[src/hw/store_buffer_pkg.sv]
package store_buffer_pkg;

  // physical address and data widths
  localparam int unsigned PLEN = 34;
  localparam int unsigned XLEN = 64;

  // cache index covers the page offset
  // tag is everything above it
  localparam int unsigned DCACHE_INDEX_WIDTH = 12;
  localparam int unsigned DCACHE_TAG_WIDTH   = 22;

  // --------------------
  // plain vector types
  // --------------------
  typedef logic [PLEN-1:0]               paddr_t;
  typedef logic [XLEN-1:0]               data_t;
  typedef logic [(XLEN/8)-1:0]           be_t;
  // encoded access size
  typedef logic [1:0]                    size_t;
  // offset inside a 4 KiB page
  typedef logic [11:0]                   page_offset_t;
  // 8-byte word inside the page, address bits 11 to 3
  typedef logic [8:0]                    word_offset_t;
  typedef logic [DCACHE_INDEX_WIDTH-1:0] dc_index_t;
  typedef logic [DCACHE_TAG_WIDTH-1:0]   dc_tag_t;

  // --------------------
  // bundles
  // --------------------
  // one buffered store, same layout in both queues
  typedef struct packed {
    paddr_t address;
    data_t  data;
    be_t    be;
    size_t  data_size;
  } store_entry_t;

  // write request towards the data cache
  typedef struct packed {
    logic      data_req;
    dc_index_t address_index;
    dc_tag_t   address_tag;
    data_t     data_wdata;
    be_t       data_be;
    size_t     data_size;
  } dcache_wreq_t;

endpackage

[src/hw/spec_queue.sv]
`timescale 1ns/1ps

module spec_queue #(
  // must be a power of two, at least 2
  parameter int unsigned DEPTH_SPEC = 4
) (
  input  logic                                         clk_i,
  input  logic                                         rst_ni,
  input  logic                                         flush_i,
  input  logic                                         valid_i,
  input  logic                                         commit_i,
  input  store_buffer_pkg::store_entry_t               entry_i,
  output logic                                         ready_o,
  output logic                                         empty_o,
  output store_buffer_pkg::store_entry_t               head_o,
  output logic [DEPTH_SPEC-1:0]                        slot_valid_o,
  output store_buffer_pkg::word_offset_t [DEPTH_SPEC-1:0] slot_offset_o
);

  localparam int unsigned PTR_W = $clog2(DEPTH_SPEC);
  // one extra bit so a full queue is representable
  localparam int unsigned CNT_W = PTR_W + 1;
  localparam logic [CNT_W-1:0] CNT_MAX = CNT_W'(DEPTH_SPEC);

  // store payload
  store_buffer_pkg::store_entry_t mem_q [DEPTH_SPEC];

  // per-slot valid bits for the address checker
  logic [DEPTH_SPEC-1:0] valid_q, valid_d;

  logic [PTR_W-1:0] rd_ptr_q, rd_ptr_d;
  logic [PTR_W-1:0] wr_ptr_q, wr_ptr_d;
  logic [CNT_W-1:0] cnt_q, cnt_d;

  // --------------------
  // next-state logic
  // --------------------
  always_comb begin
    rd_ptr_d = rd_ptr_q;
    wr_ptr_d = wr_ptr_q;
    valid_d  = valid_q;

    // commit hands the head to the commit queue
    // invalidate first so a push into the same slot survives when full
    if (commit_i) begin
      valid_d[rd_ptr_q] = 1'b0;
      rd_ptr_d          = rd_ptr_q + PTR_W'(1);
    end

    // new store lands at the write pointer
    if (valid_i) begin
      valid_d[wr_ptr_q] = 1'b1;
      wr_ptr_d          = wr_ptr_q + PTR_W'(1);
    end

    // status count follows push and commit
    case ({valid_i, commit_i})
      2'b10:   cnt_d = cnt_q + CNT_W'(1);
      2'b01:   cnt_d = cnt_q - CNT_W'(1);
      default: cnt_d = cnt_q;
    endcase

    // flush drops every speculative store
    // write pointer falls back onto the read pointer
    if (flush_i) begin
      valid_d  = '0;
      wr_ptr_d = rd_ptr_q;
      cnt_d    = '0;
    end
  end

  // room for another store after this cycle, or a slot frees by commit
  assign ready_o = (cnt_d < CNT_MAX) || commit_i;
  assign empty_o = (cnt_q == '0);

  // oldest store, read by the commit queue
  assign head_o = mem_q[rd_ptr_q];

  // --------------------
  // checker taps
  // --------------------
  assign slot_valid_o = valid_q;

  for (genvar i = 0; i < DEPTH_SPEC; i++) begin : g_slot
    // word within the page
    assign slot_offset_o[i] = mem_q[i].address[11:3];
  end

  // --------------------
  // registers
  // --------------------
  always_ff @(posedge clk_i or negedge rst_ni) begin
    if (!rst_ni) begin
      valid_q  <= '0;
      rd_ptr_q <= '0;
      wr_ptr_q <= '0;
      cnt_q    <= '0;
    end else begin
      valid_q  <= valid_d;
      rd_ptr_q <= rd_ptr_d;
      wr_ptr_q <= wr_ptr_d;
      cnt_q    <= cnt_d;
    end
  end

  // payload storage, qualified by valid_q
  always_ff @(posedge clk_i) begin
    if (valid_i) begin
      mem_q[wr_ptr_q] <= entry_i;
    end
  end

endmodule

[src/hw/commit_queue.sv]
`timescale 1ns/1ps

module commit_queue #(
  // must be a power of two, at least 2
  parameter int unsigned DEPTH_COMMIT = 4
) (
  input  logic                                           clk_i,
  input  logic                                           rst_ni,
  input  logic                                           stall_st_pending_i,
  input  logic                                           commit_i,
  input  logic                                           data_gnt_i,
  input  store_buffer_pkg::store_entry_t                 entry_i,
  output logic                                           commit_ready_o,
  output logic                                           no_st_pending_o,
  output store_buffer_pkg::dcache_wreq_t                 dcache_wreq_o,
  output logic [DEPTH_COMMIT-1:0]                        slot_valid_o,
  output store_buffer_pkg::word_offset_t [DEPTH_COMMIT-1:0] slot_offset_o
);

  localparam int unsigned PTR_W = $clog2(DEPTH_COMMIT);
  localparam int unsigned CNT_W = PTR_W + 1;
  localparam logic [CNT_W-1:0] CNT_MAX = CNT_W'(DEPTH_COMMIT);

  // committed stores waiting for the cache
  store_buffer_pkg::store_entry_t mem_q [DEPTH_COMMIT];
  store_buffer_pkg::store_entry_t head;

  logic [DEPTH_COMMIT-1:0] valid_q, valid_d;

  logic [PTR_W-1:0] rd_ptr_q, rd_ptr_d;
  logic [PTR_W-1:0] wr_ptr_q, wr_ptr_d;
  logic [CNT_W-1:0] cnt_q, cnt_d;

  // request and pop qualifiers
  logic req;
  logic pop;

  assign head = mem_q[rd_ptr_q];

  // --------------------
  // cache request
  // --------------------
  // stall masks the request without touching the queue
  assign req = valid_q[rd_ptr_q] && !stall_st_pending_i;
  // head leaves at the edge that ends the granted cycle
  assign pop = req && data_gnt_i;

  // address splits into page index and tag
  assign dcache_wreq_o.data_req      = req;
  assign dcache_wreq_o.address_index =
    head.address[store_buffer_pkg::DCACHE_INDEX_WIDTH-1:0];
  assign dcache_wreq_o.address_tag   =
    head.address[store_buffer_pkg::DCACHE_TAG_WIDTH +
                 store_buffer_pkg::DCACHE_INDEX_WIDTH - 1 :
                 store_buffer_pkg::DCACHE_INDEX_WIDTH];
  assign dcache_wreq_o.data_wdata    = head.data;
  assign dcache_wreq_o.data_be       = head.be;
  assign dcache_wreq_o.data_size     = head.data_size;

  // --------------------
  // next-state logic
  // --------------------
  always_comb begin
    rd_ptr_d = rd_ptr_q;
    wr_ptr_d = wr_ptr_q;
    valid_d  = valid_q;

    // granted head is retired
    if (pop) begin
      valid_d[rd_ptr_q] = 1'b0;
      rd_ptr_d          = rd_ptr_q + PTR_W'(1);
    end

    // spec head appended at the tail
    if (commit_i) begin
      valid_d[wr_ptr_q] = 1'b1;
      wr_ptr_d          = wr_ptr_q + PTR_W'(1);
    end

    // push and pop together leave the count alone
    case ({commit_i, pop})
      2'b10:   cnt_d = cnt_q + CNT_W'(1);
      2'b01:   cnt_d = cnt_q - CNT_W'(1);
      default: cnt_d = cnt_q;
    endcase
  end

  // status from registered count only
  assign commit_ready_o  = (cnt_q < CNT_MAX);
  assign no_st_pending_o = (cnt_q == '0);

  // --------------------
  // checker taps
  // --------------------
  assign slot_valid_o = valid_q;

  for (genvar i = 0; i < DEPTH_COMMIT; i++) begin : g_slot
    assign slot_offset_o[i] = mem_q[i].address[11:3];
  end

  // --------------------
  // registers
  // --------------------
  always_ff @(posedge clk_i or negedge rst_ni) begin
    if (!rst_ni) begin
      valid_q  <= '0;
      rd_ptr_q <= '0;
      wr_ptr_q <= '0;
      cnt_q    <= '0;
    end else begin
      valid_q  <= valid_d;
      rd_ptr_q <= rd_ptr_d;
      wr_ptr_q <= wr_ptr_d;
      cnt_q    <= cnt_d;
    end
  end

  // payload copied from the spec head on commit
  always_ff @(posedge clk_i) begin
    if (commit_i) begin
      mem_q[wr_ptr_q] <= entry_i;
    end
  end

endmodule

[src/hw/page_offset_checker.sv]
`timescale 1ns/1ps

module page_offset_checker #(
  parameter int unsigned DEPTH_SPEC   = 4,
  parameter int unsigned DEPTH_COMMIT = 4
) (
  input  store_buffer_pkg::page_offset_t                    page_offset_i,
  input  store_buffer_pkg::paddr_t                          paddr_i,
  input  logic                                              valid_without_flush_i,
  input  logic [DEPTH_SPEC-1:0]                             spec_valid_i,
  input  store_buffer_pkg::word_offset_t [DEPTH_SPEC-1:0]   spec_offset_i,
  input  logic [DEPTH_COMMIT-1:0]                           commit_valid_i,
  input  store_buffer_pkg::word_offset_t [DEPTH_COMMIT-1:0] commit_offset_i,
  output logic                                              page_offset_matches_o
);

  // word of the load within its page
  store_buffer_pkg::word_offset_t load_word;
  // word of the store currently arriving
  store_buffer_pkg::word_offset_t inflight_word;

  assign load_word     = page_offset_i[11:3];
  assign inflight_word = paddr_i[11:3];

  // any hit means the load must wait for the buffer to drain
  always_comb begin
    page_offset_matches_o = 1'b0;

    // non-speculative stores
    for (int unsigned i = 0; i < DEPTH_COMMIT; i++) begin
      if (commit_valid_i[i] && (commit_offset_i[i] == load_word)) begin
        page_offset_matches_o = 1'b1;
      end
    end

    // speculative stores
    for (int unsigned i = 0; i < DEPTH_SPEC; i++) begin
      if (spec_valid_i[i] && (spec_offset_i[i] == load_word)) begin
        page_offset_matches_o = 1'b1;
      end
    end

    // store on the input port this cycle, not yet buffered
    if (valid_without_flush_i && (inflight_word == load_word)) begin
      page_offset_matches_o = 1'b1;
    end
  end

endmodule

[src/hw/store_buffer.sv]
`timescale 1ns/1ps

module store_buffer #(
  // both depths must be powers of two, at least 2
  parameter int unsigned DEPTH_SPEC   = 4,
  parameter int unsigned DEPTH_COMMIT = 4
) (
  input  logic                           clk_i,
  input  logic                           rst_ni,
  input  logic                           flush_i,
  input  logic                           stall_st_pending_i,
  input  logic                           valid_i,
  input  logic                           valid_without_flush_i,
  input  logic                           commit_i,
  input  logic                           data_gnt_i,
  input  store_buffer_pkg::paddr_t       paddr_i,
  input  store_buffer_pkg::data_t        data_i,
  input  store_buffer_pkg::be_t          be_i,
  input  store_buffer_pkg::size_t        size_i,
  input  store_buffer_pkg::page_offset_t page_offset_i,
  output logic                           ready_o,
  output logic                           commit_ready_o,
  output logic                           no_st_pending_o,
  output logic                           store_buffer_empty_o,
  output logic                           page_offset_matches_o,
  output store_buffer_pkg::dcache_wreq_t dcache_wreq_o
);

  // incoming store bundled for the spec queue
  store_buffer_pkg::store_entry_t st_entry;
  // spec head on its way to the commit queue
  store_buffer_pkg::store_entry_t spec_head;
  logic                           spec_empty;

  // per-slot checker taps
  logic [DEPTH_SPEC-1:0]                             spec_valid;
  store_buffer_pkg::word_offset_t [DEPTH_SPEC-1:0]   spec_offset;
  logic [DEPTH_COMMIT-1:0]                           commit_valid;
  store_buffer_pkg::word_offset_t [DEPTH_COMMIT-1:0] commit_offset;

  assign st_entry.address   = paddr_i;
  assign st_entry.data      = data_i;
  assign st_entry.be        = be_i;
  assign st_entry.data_size = size_i;

  // --------------------
  // speculative stage
  // --------------------
  spec_queue #(
    .DEPTH_SPEC (DEPTH_SPEC)
  ) u_spec_queue (
    .clk_i         (clk_i),
    .rst_ni        (rst_ni),
    .flush_i       (flush_i),
    .valid_i       (valid_i),
    .commit_i      (commit_i),
    .entry_i       (st_entry),
    .ready_o       (ready_o),
    .empty_o       (spec_empty),
    .head_o        (spec_head),
    .slot_valid_o  (spec_valid),
    .slot_offset_o (spec_offset)
  );

  // --------------------
  // commit stage
  // --------------------
  // flush never reaches here, committed stores always drain
  commit_queue #(
    .DEPTH_COMMIT (DEPTH_COMMIT)
  ) u_commit_queue (
    .clk_i              (clk_i),
    .rst_ni             (rst_ni),
    .stall_st_pending_i (stall_st_pending_i),
    .commit_i           (commit_i),
    .data_gnt_i         (data_gnt_i),
    .entry_i            (spec_head),
    .commit_ready_o     (commit_ready_o),
    .no_st_pending_o    (no_st_pending_o),
    .dcache_wreq_o      (dcache_wreq_o),
    .slot_valid_o       (commit_valid),
    .slot_offset_o      (commit_offset)
  );

  // load-store word overlap
  page_offset_checker #(
    .DEPTH_SPEC   (DEPTH_SPEC),
    .DEPTH_COMMIT (DEPTH_COMMIT)
  ) u_page_offset_checker (
    .page_offset_i         (page_offset_i),
    .paddr_i               (paddr_i),
    .valid_without_flush_i (valid_without_flush_i),
    .spec_valid_i          (spec_valid),
    .spec_offset_i         (spec_offset),
    .commit_valid_i        (commit_valid),
    .commit_offset_i       (commit_offset),
    .page_offset_matches_o (page_offset_matches_o)
  );

  // nothing speculative and nothing waiting for the cache
  assign store_buffer_empty_o = spec_empty & no_st_pending_o;

endmodule

[config.mk]
export PLATFORM = sky130hd
export DESIGN_NAME = store_buffer
export DESIGN_NICKNAME = d
export VERILOG_FILES = /design/src/hw/store_buffer_pkg.sv /design/src/hw/spec_queue.sv /design/src/hw/commit_queue.sv /design/src/hw/page_offset_checker.sv /design/src/hw/store_buffer.sv
export SDC_FILE = /design/constraint.sdc
export NUM_CORES = 1
export LEC_CHECK = 0
export ABC_AREA = 0
export BUFFER_PORTS_ARGS = -buffer_cell sky130_fd_sc_hd__buf_2
export CAP_MARGIN = 20
export CELL_PAD_IN_SITES_DETAIL_PLACEMENT = 1
export CELL_PAD_IN_SITES_GLOBAL_PLACEMENT = 1
export CORE_UTILIZATION = 57
export CTS_CLUSTER_SIZE = 20
export DETAILED_ROUTE_END_ITERATION = 6
export GPL_TIMING_DRIVEN = 0
export MAX_ROUTING_LAYER = met4
export PLACE_DENSITY_LB_ADDON = 0.1
export SLEW_MARGIN = 20
export SYNTH_ARGS = -nofsm -noshare
export SYNTH_HDL_FRONTEND = slang
export SYNTH_SLANG_ARGS = --single-unit
export TNS_END_PERCENT = 20
[constraint.sdc]
create_clock -name clk_i -period 8.31 [get_ports clk_i]
set_input_delay 1.2465 -clock clk_i [delete_from_list [all_inputs] [get_ports clk_i]]
set_output_delay 1.2465 -clock clk_i [all_outputs]
set_load 0.03 [all_outputs]
==> results.tsv <==
stage	metric	value	unit
sta	final_hold_viol_count	0	
sta	fin_crit_sh	51.6	%
cts	clock-sinks	886	
sta	setup-violations-final	0	
floorplan	io_pins	242	
synth	synth_fp_nets	1525	
sta	slew_headroom	37.6	%
min_path	worstHoldPathCells	1	
routing	wl	72000	um
sta	slew_viol_final	0	
grt	grt_pass1_wl	107000	um
grt	antenna_found_initial	13	
grt	track_usage	25.9	%
outcome	outcome	finished clean	
cts	htree_levels	3	
run	cap_viol_max_count	0	
cts	root_buffer	clkbuf_16	
floorplan	die_w	244	um
worst_setup_path	cpMostUsedCell	buf_2	
sta	max_freq	0.233	GHz
min_path	holdPathEnd	u_commit_queue.cnt_q[0]	
placed_design	io_buffers	229	
sta	setup_tns	0	ns
final_layout	most-common-layout-cells	edfxtp_1, buf_2, mux4_2	
sta	finalCriticalPeriod	4.29	ns
cts	clk_pin_slew	0.06	ns
grt	grt-ovfl-total	0	
min_path	min_from	u_commit_queue.cnt_q[0]	
power	vdd_drop_max	0.234	mV
routing	via_count	15100	
worst_setup_path	critical_path.startpoint	valid_i	
sta	rsz0062_at_grt	false	
worst_setup_path	crit_type	input port to primary output	
cts	cts_buffer_depth	3	
worst_setup_path	worst-path-max-fanout	8	
routing	drtIter0Drc	1117	
placed_design	dp_worst_setup_slack	3.98	ns
worst_setup_path	reg2reg_depth	6	
final_layout	layout_commonest_cell	edfxtp_1	
cts	cts-resized-gates	0	
worst_setup_path	r2r_setup_slack	5.62	ns
floorplan	core_area	0.0577	sq mm
floorplan	start_util	57.7	%
routing	drc	0	
floorplan	rows	88	
routing	viasPerCell	5.90	
worst_setup_path	path_cells	buf_2 -> inv_1 -> ha_1 -> fa_1 -> xnor2_1 -> or3_1 -> a21oi_1 -> nand2_1 -> buf_2	
synth	yosys_warnings	0	
placed_design	gp_congestion	0.834	
cts	cts-buffers-inserted	87	
worst_setup_path	arrival	3.04	ns
worst_setup_path	rr_endpoint	u_spec_queue.rd_ptr_q[1]	
final_layout	drive_gt1_share	36.0	%
worst_setup_path	reg2reg_from	u_spec_queue.rd_ptr_q[1]	
synth	netlist_area	0.0333	sq mm
synth	yosysSeqAreaShare	79.6	%
worst_setup_path	slowest_stage	fa_1	
grt	grt_max_degree	43	
synth	syn_avg_cell_area	24.2	sq um
synth	synth_cell_types	30	
floorplan	fp.dieH	244	um
placed_design	hpwl	46200	um
cts	holdBufCountCts	0	
worst_setup_path	max_stage_delay	0.39	ns
grt	grt_pass1_vias	16700	
worst_setup_path	startpoint_type	input port	
sta	worst_slack	4.02	ns
routing	ant_nets	0	
cts	post-cts-setup-buffers	0	
min_path	min_path_type	flip-flop to flip-flop	
final_layout	syn_to_final_growth	16.4	%
power	powerDensity	391	mW/mm^2
synth	ys_ff_latch	886	
worst_setup_path	cp-end-kind	primary output	
synth	syn_inst	1376	
floorplan	design.die.area	0.0593	sq mm
routing	wl_per_cell	28.1	um
worst_setup_path	required	7.06	ns
sta	tightest_slew	0.936	ns
cts	cts_tree	done	
power	leakage	12.9	nW
routing	firstDrtPassIters	5	
sta	skew	0.0208	ns
final_layout	nets	1864	
cts	clk_latency	0.63	ns
[cells in the mapped netlist]
library cell,instances,area share [%]
edfxtp_1,864,78
mux4_2,217,15
xor2_1,63,1.7
buf_2,34,0.51
xnor2_1,26,0.68
clkbuf_1,22,0.25
dfrtp_1,22,1.7
ha_1,19,0.71
nor4_1,15,0.28
inv_1,14,0.16
nand2_1,14,0.16
and2_1,9,0.17
nand4_1,9,0.17
nor2_1,9,0.10
a21oi_1,7,0.11
o21ai_0,7,0.11
a21o_1,4,0.090
buf_4,3,0.068
nand3_1,3,0.045
fa_1,2,0.12
mux2i_1,2,0.060
nor3_1,2,0.030
o21ai_1,2,0.030
a41oi_1,1,0.026
buf_1,1,0.011
buf_6,1,0.034
nor2b_4,1,0.041
nor3b_1,1,0.023
nor4b_1,1,0.026
or3_1,1,0.019
[metal layers]
metal | track usage [%] | wire (um) | part of all wire [%] | vias to the layer above
li1 | - | - | - | 6480
met1 | 32.2 | 28500 | 40 | 8089
met2 | 43.5 | 37800 | 52 | 454
met3 | 5.34 | 4340 | 6.0 | 92
met4 | 7.22 | 1400 | 1.9 | 0
met5 | - | 0 | 0 | -
[how the worst max path moves through the flow]
stage / to / depth (start not counted)
after detailed placement: ready_o / 9
after floorplan: u_commit_queue.mem_q[0][0] / 1
after global placement: u_commit_queue.mem_q[0][32] / 2
after CTS: dcache_wreq_o[87] / 5
final: ready_o / 9
after global routing: ready_o / 9
[critical path, delay by kind of cell]
kind	cells	cell delay, ns
AOI/OAI and AO/OA	1	0.18
xor gates and xnor gates	1	0.15
and+or+nand+nor	2	0.38
adders and majority gates	2	0.63
buffers and inverters	3	0.45
[state kept, by name, summed over array words and instances (netlist names)]
register,flops
u_commit_queue.mem_q,432
u_spec_queue.mem_q,432
u_commit_queue.slot_valid_o,4
u_spec_queue.slot_valid_o,4
u_commit_queue.cnt_q,3
u_spec_queue.cnt_q,3
u_commit_queue.rd_ptr_q,2
u_commit_queue.wr_ptr_q,2
u_spec_queue.rd_ptr_q,2
u_spec_queue.wr_ptr_q,2
[cell type report]
| cell class | instances | area (sq um) |
|---|---|---|
| fill | 4604 | 19000 |
| inverter | 14 | 52.6 |
| antenna | 12 | 30.0 |
| multi-input combinational | 415 | 6460 |
| tap | 765 | 957 |
| clock inverter | 55 | 472 |
| sequential | 886 | 26500 |
| clock buffer | 104 | 2330 |
| timing repair buffer | 250 | 1640 |
| buffer | 61 | 292 |
[power by group]
| group | internal, W | switching [W] | total [W] |
|---|---|---|---|
| logic | 0.00172 | 0.00294 | 0.00466 |
| registers | 0.00634 | 0.000292 | 0.00664 |
| clock network | 0.00222 | 0.00162 | 0.00383 |
| total | 0.0103 | 0.00485 | 0.0151 |
[logic make-up (layout without fill, tap and decap cells)]
family | Yosys count | after routing | synth area share, %
other | 0 | 12 | 0
AOI/OAI and AO/OA | 21 | 21 | 0.357
xor gates and xnor gates | 89 | 89 | 2.34
buffers and inverters | 75 | 484 | 1.03
and+or+nand+nor | 65 | 65 | 1.06
muxes | 219 | 219 | 14.7
DFF | 886 | 886 | 79.6
adders and majority gates | 21 | 21 | 0.835
[per-stage QoR]
stage          power, W  hold slack, ns  cells  cell area [sq um]  util, %
4_1_cts          0.0153           0.532   2550              38700     67.1
2_1_floorplan   0.00983           0.466   1376              33300        -
6_report         0.0151           0.524   2562              38700     67.1
3_3_place_gp     0.0113           0.496   2370              35400     61.3
3_5_place_dp     0.0114           0.518   2391              35900     62.2
5_1_grt          0.0157           0.541   2559              38700     67.1
Note: power is estimated with default switching activity, not from simulation.
